[config.mk]
export PLATFORM = sky130hd
export DESIGN_NAME = dual_cam_line_swap
export DESIGN_NICKNAME = d
export VERILOG_FILES = /design/src/rtl/swap_pkg.sv /design/src/rtl/swap_sequencer.sv /design/src/rtl/gap_timer.sv /design/src/rtl/line_capture.sv /design/src/rtl/line_ram.sv /design/src/rtl/line_reader.sv /design/src/rtl/dual_cam_line_swap.sv
export SDC_FILE = /design/constraint.sdc
export NUM_CORES = 1
export LEC_CHECK = 0
export ABC_AREA = 1
export BUFFER_PORTS_ARGS = -buffer_cell sky130_fd_sc_hd__buf_4
export CAP_MARGIN = 20
export CORE_MARGIN = 2
export CORE_UTILIZATION = 50
export DETAILED_ROUTE_END_ITERATION = 12
export PLACE_DENSITY_LB_ADDON = 0.15
export SLEW_MARGIN = 0
export SYNTH_ARGS = -nofsm -noshare
export SYNTH_HDL_FRONTEND = slang
export SYNTH_SLANG_ARGS = --single-unit
[constraint.sdc]
create_clock -name rclk -period 2.2 [get_ports rclk]
set_input_delay 0.44 -clock rclk [delete_from_list [all_inputs] [get_ports rclk]]
set_output_delay 0.44 -clock rclk [all_outputs]
set_load 0.01 [all_outputs]
[src/rtl/swap_pkg.sv]
package swap_pkg;

    // ********************
    // line geometry
    // ********************
    localparam int H_ACT         = 16;                 // pixels per line.
    localparam int V_ACT         = 8;                  // rows per frame.
    localparam int COL_W         = $clog2(H_ACT);
    localparam int ROW_W         = $clog2(V_ACT);
    localparam int BYTES_PER_PIX = 3;
    localparam int PIX_W         = 8 * BYTES_PER_PIX;  // packed r, g, b.
    localparam int BYTE_W        = $clog2(BYTES_PER_PIX);
    localparam int GAP_CYCLES    = H_ACT;              // pause between the two lines.
    localparam int GAP_W         = $clog2(GAP_CYCLES);
    localparam int CNT_W         = 4;

    // ********************
    // bus words
    // ********************
    typedef struct packed {
        logic             valid;
        logic [ROW_W-1:0] row;
        logic [COL_W-1:0] col;
        logic [7:0]       red;
        logic [7:0]       green;
        logic [7:0]       blue;
    } cam_pack_t;

    typedef struct packed {
        logic             valid;
        logic [7:0]       data;
        logic [ROW_W-1:0] row;
        logic             cam_id;   // 0 is camera a.
    } rd_beat_t;

    typedef enum logic [2:0] {
        IDLE,
        START_A,
        WAIT_A,
        GAP,
        START_B,
        WAIT_B
    } seq_state_t;

endpackage : swap_pkg

[src/rtl/swap_sequencer.sv]
module swap_sequencer (
    input  logic                       rclk,
    input  logic                       rstn,
    input  logic                       trig,
    input  logic                       read_done,
    input  logic                       gap_done,
    output logic                       cam_id,
    output logic                       cap_start,
    output logic                       gap_start,
    output logic [swap_pkg::CNT_W-1:0] trig_cnt
);
    import swap_pkg::*;

    seq_state_t state;
    logic       pending;   // one trigger held while busy.

    assign cam_id = (state == START_B) || (state == WAIT_B);

    always_ff @(posedge rclk or negedge rstn) begin
        if (!rstn) begin
            pending <= 1'b0;
        end else if (state == IDLE) begin
            pending <= 1'b0;   // served on the way out of idle.
        end else if (trig) begin
            pending <= 1'b1;   // a second one is simply lost.
        end
    end

    // ********************
    // camera sequence
    // ********************
    always_ff @(posedge rclk or negedge rstn) begin
        if (!rstn) begin
            state     <= IDLE;
            cap_start <= 1'b0;
            gap_start <= 1'b0;
            trig_cnt  <= '0;
        end else begin
            cap_start <= 1'b0;
            gap_start <= 1'b0;
            case (state)
                IDLE: begin
                    if (trig || pending) begin
                        state     <= START_A;
                        cap_start <= 1'b1;
                        trig_cnt  <= trig_cnt + 1'b1;   // wraps.
                    end
                end
                START_A: begin
                    state <= WAIT_A;
                end
                WAIT_A: begin
                    if (read_done) begin
                        state     <= GAP;
                        gap_start <= 1'b1;
                    end
                end
                GAP: begin
                    if (gap_done) begin
                        state     <= START_B;
                        cap_start <= 1'b1;
                    end
                end
                START_B: begin
                    state <= WAIT_B;
                end
                WAIT_B: begin
                    if (read_done) begin
                        state <= IDLE;
                    end
                end
                default: begin
                    state <= IDLE;
                end
            endcase
        end
    end

    a_read_done_state: assert property (@(posedge rclk) disable iff (!rstn)
        read_done |-> (state inside {WAIT_A, WAIT_B}));

endmodule : swap_sequencer

[src/rtl/gap_timer.sv]
module gap_timer (
    input  logic rclk,
    input  logic rstn,
    input  logic gap_start,
    output logic gap_done
);
    import swap_pkg::*;

    logic [GAP_W-1:0] cnt;
    logic             running;

    assign gap_done = running && (cnt == '0);

    always_ff @(posedge rclk or negedge rstn) begin
        if (!rstn) begin
            running <= 1'b0;
            cnt     <= '0;
        end else if (gap_start) begin
            running <= 1'b1;
            cnt     <= GAP_W'(GAP_CYCLES - 1);
        end else if (running) begin
            if (cnt == '0) begin
                running <= 1'b0;   // done strobe this cycle.
            end else begin
                cnt <= cnt - 1'b1;
            end
        end
    end

    a_no_restart: assert property (@(posedge rclk) disable iff (!rstn)
        gap_start |-> !running);

endmodule : gap_timer

[src/rtl/line_capture.sv]
module line_capture (
    input  logic                       rclk,
    input  logic                       rstn,
    input  swap_pkg::cam_pack_t        cam_a,
    input  swap_pkg::cam_pack_t        cam_b,
    input  logic                       cam_id,
    input  logic                       cap_start,
    output logic                       wr_en,
    output logic [swap_pkg::COL_W-1:0] wr_addr,
    output logic [swap_pkg::PIX_W-1:0] wr_pixel,
    output logic                       line_ready,
    output logic [swap_pkg::ROW_W-1:0] line_row,
    output logic                       error
);
    import swap_pkg::*;

    cam_pack_t        cam;
    logic             armed;     // looking for column 0.
    logic             busy;      // rest of the line.
    logic [COL_W-1:0] exp_col;
    logic             first;
    logic             last;

    assign cam      = cam_id ? cam_b : cam_a;
    assign first    = armed && cam.valid && (cam.col == '0);
    assign last     = busy && cam.valid && (exp_col == COL_W'(H_ACT - 1));
    assign wr_en    = first || (busy && cam.valid);
    assign wr_addr  = busy ? exp_col : '0;
    assign wr_pixel = {cam.red, cam.green, cam.blue};

    always_ff @(posedge rclk or negedge rstn) begin
        if (!rstn) begin
            armed      <= 1'b0;
            busy       <= 1'b0;
            exp_col    <= '0;
            line_ready <= 1'b0;
            error      <= 1'b0;
        end else begin
            line_ready <= last;   // cycle after the last write.
            if (cap_start) begin
                armed <= 1'b1;
            end
            if (first) begin
                armed   <= 1'b0;
                busy    <= 1'b1;
                exp_col <= COL_W'(1);
            end else if (busy && cam.valid) begin
                exp_col <= exp_col + 1'b1;
                if (last) begin
                    busy <= 1'b0;
                end
            end
            if (busy && cam.valid && (cam.col != exp_col)) begin
                error <= 1'b1;   // sticky.
            end
        end
    end

    always_ff @(posedge rclk) begin
        if (first) begin
            line_row <= cam.row;
        end
    end

endmodule : line_capture

[src/rtl/line_ram.sv]
module line_ram (
    input  logic                       rclk,
    input  logic                       wr_en,
    input  logic [swap_pkg::COL_W-1:0] wr_addr,
    input  logic [swap_pkg::PIX_W-1:0] wr_pixel,
    input  logic [swap_pkg::COL_W-1:0] rd_addr,
    output logic [swap_pkg::PIX_W-1:0] rd_pixel
);
    import swap_pkg::*;

    logic [PIX_W-1:0] mem [H_ACT];

    always_ff @(posedge rclk) begin
        if (wr_en) begin
            mem[wr_addr] <= wr_pixel;
        end
    end

    // one cycle read latency.
    always_ff @(posedge rclk) begin
        rd_pixel <= mem[rd_addr];
    end

endmodule : line_ram

[src/rtl/line_reader.sv]
module line_reader (
    input  logic                       rclk,
    input  logic                       rstn,
    input  logic                       line_ready,
    input  logic [swap_pkg::ROW_W-1:0] line_row,
    input  logic                       cam_id,
    input  logic                       read_en,
    output logic [swap_pkg::COL_W-1:0] rd_addr,
    input  logic [swap_pkg::PIX_W-1:0] rd_pixel,
    output logic                       aquire,
    output swap_pkg::rd_beat_t         rd_beat,
    output logic                       read_done
);
    import swap_pkg::*;

    logic [COL_W-1:0]  pix_idx;
    logic [BYTE_W-1:0] byte_idx;
    logic [BYTE_W-1:0] sel;        // byte of the beat in flight.
    logic              take;
    logic              pix_end;
    logic              last;
    logic              beat_valid;
    logic [ROW_W-1:0]  row_q;
    logic              cam_q;

    assign take    = aquire && read_en;
    assign pix_end = (byte_idx == BYTE_W'(BYTES_PER_PIX - 1));
    assign last    = take && pix_end && (pix_idx == COL_W'(H_ACT - 1));
    assign rd_addr = pix_idx;

    always_ff @(posedge rclk or negedge rstn) begin
        if (!rstn) begin
            aquire     <= 1'b0;
            read_done  <= 1'b0;
            beat_valid <= 1'b0;
            pix_idx    <= '0;
            byte_idx   <= '0;
        end else begin
            read_done  <= last;
            beat_valid <= take;
            if (line_ready) begin
                aquire   <= 1'b1;
                pix_idx  <= '0;
                byte_idx <= '0;
            end else if (take) begin
                if (last) begin
                    aquire  <= 1'b0;
                    pix_idx <= '0;
                end else if (pix_end) begin
                    pix_idx <= pix_idx + 1'b1;
                end
                byte_idx <= pix_end ? '0 : byte_idx + 1'b1;
            end
        end
    end

    always_ff @(posedge rclk) begin
        if (take) begin
            sel <= byte_idx;
        end
        if (line_ready) begin
            row_q <= line_row;
            cam_q <= cam_id;
        end
    end

    // red sits in the top byte.
    assign rd_beat.valid  = beat_valid;
    assign rd_beat.data   = rd_pixel[PIX_W - 8 - 8 * int'(sel) +: 8];
    assign rd_beat.row    = row_q;
    assign rd_beat.cam_id = cam_q;

    a_no_overrun: assert property (@(posedge rclk) disable iff (!rstn)
        line_ready |-> !aquire);

endmodule : line_reader

[src/rtl/dual_cam_line_swap.sv]
module dual_cam_line_swap (
    input  logic                       rclk,
    input  logic                       rstn,
    input  logic                       trig,
    input  swap_pkg::cam_pack_t        cam_a,
    input  swap_pkg::cam_pack_t        cam_b,
    input  logic                       read_en,
    output logic                       aquire,
    output swap_pkg::rd_beat_t         rd_beat,
    output logic [swap_pkg::CNT_W-1:0] trig_cnt,
    output logic                       error
);
    import swap_pkg::*;

    logic             cam_id;
    logic             cap_start;
    logic             gap_start;
    logic             gap_done;
    logic             read_done;
    logic             wr_en;
    logic [COL_W-1:0] wr_addr;
    logic [PIX_W-1:0] wr_pixel;
    logic             line_ready;
    logic [ROW_W-1:0] line_row;
    logic [COL_W-1:0] rd_addr;
    logic [PIX_W-1:0] rd_pixel;

    // ********************
    // control
    // ********************
    swap_sequencer u_seq (
        .rclk      (rclk),
        .rstn      (rstn),
        .trig      (trig),
        .read_done (read_done),
        .gap_done  (gap_done),
        .cam_id    (cam_id),
        .cap_start (cap_start),
        .gap_start (gap_start),
        .trig_cnt  (trig_cnt)
    );

    gap_timer u_gap (
        .rclk      (rclk),
        .rstn      (rstn),
        .gap_start (gap_start),
        .gap_done  (gap_done)
    );

    // ********************
    // data path
    // ********************
    line_capture u_cap (
        .rclk       (rclk),
        .rstn       (rstn),
        .cam_a      (cam_a),
        .cam_b      (cam_b),
        .cam_id     (cam_id),
        .cap_start  (cap_start),
        .wr_en      (wr_en),
        .wr_addr    (wr_addr),
        .wr_pixel   (wr_pixel),
        .line_ready (line_ready),
        .line_row   (line_row),
        .error      (error)
    );

    line_ram u_ram (
        .rclk     (rclk),
        .wr_en    (wr_en),
        .wr_addr  (wr_addr),
        .wr_pixel (wr_pixel),
        .rd_addr  (rd_addr),
        .rd_pixel (rd_pixel)
    );

    line_reader u_rd (
        .rclk       (rclk),
        .rstn       (rstn),
        .line_ready (line_ready),
        .line_row   (line_row),
        .cam_id     (cam_id),
        .read_en    (read_en),
        .rd_addr    (rd_addr),
        .rd_pixel   (rd_pixel),
        .aquire     (aquire),
        .rd_beat    (rd_beat),
        .read_done  (read_done)
    );

endmodule : dual_cam_line_swap

* Yosys cells after proc, flatten, opt, wreduce, memory -nomap -nowiden
Memory sizes are Yosys's and may differ from the RTL's. A register that Yosys moved wholly into a read port is not among the register bits.
Index checks and enable logic that the tools add are counted.
W data, S select, Z words.
** Word-level totals
- Word-level logic and storage cells :: 111
- Bits in registers :: 41
- Memories kept :: 1
- RAM bits :: 384
** Memory list
- u_ram.mem :: words 16, bits a word 24, rd ports 1, clocked after Yosys merged registers in 1, wr ports 1, line line_ram.sv:11 : logic [PIX_W-1:0] mem [H_ACT];
** Operators by class
- Reduce and logical (&&, ||, !) cells :: 29
- Mux-type cells :: 39
- Add/subtract/negate cells :: 6
- Equality and inequality tests :: 14
- Shifts and indexed selects :: 1
** Operators with widths (count)
- $mux W4 :: 10
- $mux W32 :: 1
- $shiftx A24 B32 Y8 :: 1
- $mux W1 :: 19
- $pmux W3 S6 :: 1
- $reduce_bool A2 Y1 :: 7
- $add A4 B1 Y4 const B :: 3
- $mux W3 :: 4
- $reduce_and A2 Y1 :: 5
- $logic_and A1 B1 Y1 :: 9
- $eq A4 B4 Y1 const B :: 2
- $logic_not A4 Y1 :: 2
- $eq A3 B2 Y1 const B :: 2
- $eq A3 B3 Y1 const B :: 2
- $mux W2 :: 3
- $ne A2 B2 Y1 const B :: 3
- $sub A5 B5 Y6 const A :: 1
- $ne A2 B1 Y1 const B :: 2
- $ne A4 B4 Y1 :: 1
- $reduce_and A4 Y1 :: 1
- $sub A4 B1 Y4 const B :: 1
- $eq A3 B1 Y1 const B :: 1
- $logic_not A3 Y1 :: 1
- $logic_or A1 B1 Y1 :: 3
- other kinds (4) :: 4

* Depth between registers and ports, before layout
- Depth after elaboration :: 8
- Mapped depth :: 11
- Mapped depth without buffers :: 11

* Hierarchy
From an unflattened synthesis, not the netlist that was laid out.
** Second synthesis, totals
- Cells, all modules :: 1998
- Area total of the unflattened synthesis :: 19896.6 um2
** By module, submodules not included
- line_ram :: area an instance 16951.3 um2, instances 1, cells each 1597
- line_capture :: area an instance 1293.7 um2, instances 1, cells each 212
- line_reader :: area an instance 849.6 um2, instances 1, cells each 89
- swap_sequencer :: area an instance 515.5 um2, instances 1, cells each 64
- gap_timer :: area an instance 286.5 um2, instances 1, cells each 36

* Worst setup path after synthesis
OpenSTA, ideal clock, no wires.
- Path type :: register to register
- Start :: register u_seq.state[1]
- End :: memory u_ram.mem[10][0] in the netlist's numbering (enable)
- Cell stages (with the launch flop) :: 10
- Path slack :: -0.052 ns
- Period minus slack after synthesis :: 2.252 ns
- Arrival time :: 1.862 ns
- Buffers on the path :: 2
- Cell sequence :: dfrtp_1 > inv_2 > nand2_2 > buf_6 > nand2_1 > nand2_1 > a21oi_2 > nand3_2 > buf_8 > a21oi_2
** Between the ends
- Longest elaborated chain between the ends :: 8
** RTL lines
- start, declared :: line swap_sequencer.sv:14 : seq_state_t state;
- start signal, assigned :: line swap_sequencer.sv:34 : state <= IDLE;
- start signal, assigned :: line swap_sequencer.sv:44 : state <= START_A;
- start signal, assigned :: line swap_sequencer.sv:50 : state <= WAIT_A;
- $eq A3 B3 Y1 :: line swap_sequencer.sv:17 : assign cam_id = (state == START_B) || (state == WAIT_B);
- $logic_or A1 B1 Y1 (*) :: line swap_sequencer.sv:17
- $mux W32 (*) :: line line_capture.sv:24 : assign cam = cam_id ? cam_b : cam_a;
- $logic_not A4 Y1 or $logic_and A1 B1 Y1 (tied branches) :: line line_capture.sv:25 : assign first = armed && cam.valid && (cam.col == '0);
- $logic_and A1 B1 Y1 :: line line_capture.sv:25
- $logic_or A1 B1 Y1 (*) :: line line_capture.sv:27 : assign wr_en = first || (busy && cam.valid);
- $mux W1 (*) :: line line_ram.sv:14 : if (wr_en) begin
- $mux W1 (not written as such) (*) :: line line_ram.sv:15 : mem[wr_addr] <= wr_pixel;
- end, declared :: line line_ram.sv:11
Every way passes the cells marked *; elsewhere a longest branch is shown, timed or not.

==> out/metrics.cfg <==
[sta]
setup_violations = 8
timing_hold_violations_final = 0
worst_pin_slew_ns = 0.659
fin_crit_sh_pct = 102
clock_skew_ns = 0.00727
slew_viol_final = 0
rsz0062_at_grt = true
setup_ws_ns = -0.0344
post-route-min-period_ns = 2.23
slew_headroom_pct = 56.0
fmax_mhz = 448

[cts]
cts_tree = yes
cts.path.max_buffers = 3
clock_latency_ns = 0.53
cts_htree_levels = 2
cts_buffers = 45
path_clk_slew_ns = 0.06
clock-sinks = 449
cts_root_buffer = clkbuf_16

[routing]
postRouteAntennaNets = 0
routedWlPerCell_um = 21.5
top_layer_used = met4
dr_total_vias = 12100
wl_mm = 46.3
wl_met1_mm = 20.1
drc = 0
dr.pass1.iters = 5
drt_iter0_drc = 1235
viasPerCell = 5.61
dr_wl_met2_mm = 22.0
met3_length_mm = 3.29

[synthesis]
synth_edf_count = 393
syn-cell-area_sq_mm = 0.0182
synth_seq_area_share_pct = 71.9
avgSynthCellArea_sq_um = 11.8
syn_inst = 1537
synthArstFlopShare_pct = 7.13
synthFlopType = edfxtp_1
synth.distinct_cells = 37
yosys_warnings = 0
ys_ff_latch = 449
synthesis.nets = 1611

[place]
place_hpwl_mm = 29.4
gp_congestion = 0.851
dp_cells = 2073
io_buffers = 86

[grt]
overflow = 0
antenna_found_initial = 2
grt_pass1_wl_mm = 70.0
grt_max_degree = 55
grt_util_all_layers_pct = 24.6
grt_pass1_vias = 11500

[floorplanning]
io_pins = 87
die_area_sq_mm = 0.0380
fp.coreArea_sq_mm = 0.0357
start_util_pct = 50.9
fp-row-count = 69
die_w_um = 195
die_y_um = 195

[outcome]
violations = setup timing
status = complete, but fails checks

[power_and_ir_drop]
ir_drop_mv = 0.628
power_density_mw_per_mm2 = 1310
leakagePower_uw = 0.00791

[finish]
regArea_sq_mm = 0.0131
final_nets = 1738
final_util_pct = 59.7
multiInputGateArea_sq_mm = 0.00456
fin_cells = 2156
area_delta_synth_final_pct = 17.2
num_antenna_cells = 0
fillers = 2898
layout-drive-gt1-share_pct = 16.3

[setup_path]
r2r_start = u_seq.state[1]
cp_max_fo = 4
required_ns = 1.76
reg2reg_slack_ns = 0.15
crit_path_end_kind = primary output
regToRegEndpoint = u_ram.mem[3][14]
start_kind = flop
setup.worst_path.class = flop to primary output
worstPathArrival_ns = 1.79
reg2regPathDepth = 9

[hold_path]
hp-class = input port to flop
min_path_cells = 3
hp-start = cam_b[30]
hold-path-endpoint = u_cap.line_row[2]

[run]
cap_viol_max_count = 0

==> routing by layer <==
layer	vias up	track usage, %
li1	5687	-
met1	5864	35.4
met2	481	39.4
met3	56	4.08
met4	0	6.47
met5	-	0
==> per-stage QoR <==
step	setup slack [ns]	setup TNS (ns)	area, sq um	hold WS, ns	power, uW
3_3_place_gp	0.110	0	19900	0.406	20700
3_5_place_dp	0.0956	0	19900	0.405	20900
6_report	-0.0344	-0.161	21300	0.183	28000
4_1_cts	-0.0453	-0.179	21300	0.161	28000
2_1_floorplan	-0.0516	-14.73	18200	0.144	17000
5_1_grt	-0.105	-0.760	21300	0.185	29400
==> power breakdown <==
group          switching (uW)  internal [uW]  total, uW  leakage [uW]
logic                    6580           3040       9620       0.00311
registers                 507          10700      11300       0.00414
clock network            3040           4040       7080      0.000659
==> worst max-delay path, stage by stage (launching register included) <==
cell	delay (ns)
edfxtp_1	0.43
ha_4	0.33
buf_4	0.12
a21oi_1	0.04
a211oi_1	0.18
buf_4	0.16
==> cells in the final DEF, fill, tap and decap left out, types with 8 or more instances in the layout <==
cell type and count:
a21oi_1 99, a21oi_4 15, buf_12 24, buf_4 144, clkbuf_1 10, clkbuf_16 45
clkinv_1 9, clkinv_2 8, dfrtp_1 29, dfxtp_1 24, edfxtp_1 393, inv_1 38
nand2_1 383, nand3_1 70, nor2_1 119, o21ai_0 123, o21ai_1 38, o22ai_1 43
==> logic make-up (layout without fill, tap and decap cells) <==
group / Yosys count / count (layout) / synth area share (%)
AOI/OAI and AO/OA: 344 / 344 / 10.4
xor gates and xnor gates: 5 / 5 / 0.241
adders and majority gates: 6 / 6 / 0.412
buffers and inverters: 137 / 295 / 3.93
DFF: 449 / 449 / 71.9
muxes: 1 / 1 / 0.0550
and+or+nand+nor: 595 / 595 / 13.1
==> synth_stat cells, types with 2 or more instances <==
library cell,n,area share [%]
a211oi_1,8,0.33
a21oi_1,102,2.8
a21oi_2,15,0.72
a31oi_1,6,0.21
buf_1,6,0.12
buf_2,37,1.0
buf_4,15,0.62
buf_6,11,0.68
clkbuf_1,21,0.43
dfrtp_1,32,4.4
dfxtp_1,24,2.6
edfxtp_1,393,65
ha_1,6,0.41
inv_1,40,0.82
inv_2,4,0.082
inv_4,2,0.069
nand2_1,384,7.9
nand2_2,6,0.21
nand3_1,70,1.9
nand3_2,2,0.11
nand4_1,5,0.17
nor2_1,119,2.5
nor2_2,4,0.14
nor3_1,3,0.082
o211ai_1,6,0.25
o21ai_0,123,3.4
o21ai_1,38,1.0
o22ai_1,43,1.5
xnor2_1,2,0.096
xor2_1,3,0.14
==> state kept, by name, indices dropped and copies added (netlist names), 2 cells and up <==
name and cells:
u_ram.mem 384, u_cap.line_row 3, u_ram.rd_pixel 24, u_rd.sel 2, u_rd.rd_addr 4, u_gap.cnt 4, u_rd.byte_idx 2, u_cap.exp_col 4
u_seq.state 3, u_rd.row_q 3, u_seq.trig_cnt 4
==> how the worst max path moves through the flow <==
| stage | start | end | slack [ns] | depth (start not counted) |
|---|---|---|---|---|
| floorplan | u_seq.state[1] | u_ram.mem[10][0] | -0.05 | 9 |
| global placement | u_seq.state[1] | u_ram.mem[12][4] | 0.11 | 9 |
| detailed placement | u_seq.state[1] | u_ram.mem[3][10] | 0.1 | 9 |
| CTS | u_rd.sel[1] | rd_beat[8] | -0.05 | 5 |
| global route | u_rd.sel[0] | rd_beat[11] | -0.11 | 5 |
| finish | u_rd.sel[0] | rd_beat[4] | -0.03 | 5 |
==> what timing repair did <==
item / 4_1_cts / 5_1_grt
buffers inserted: 0 / 3
gates cloned: 1 / 0
hold buffers: 1 / 0
gates resized for setup: 7 / 8
hold endpoints to repair: 32 / 0
endpoints found under the setup margin: 8 / 270
pin swaps: 1 / 2
==> area by class of cell <==
class                      count  area share [%]
clock inverter                21           0.703
timing repair inverter         1          0.0352
timing repair buffer         170            7.41
sequential                   449            61.3
inverter                      46           0.885
clock buffer                  57            5.58
multi-input combinational    951            21.4
tap                          461            2.70
Note: power is estimated with default switching activity, not from simulation.
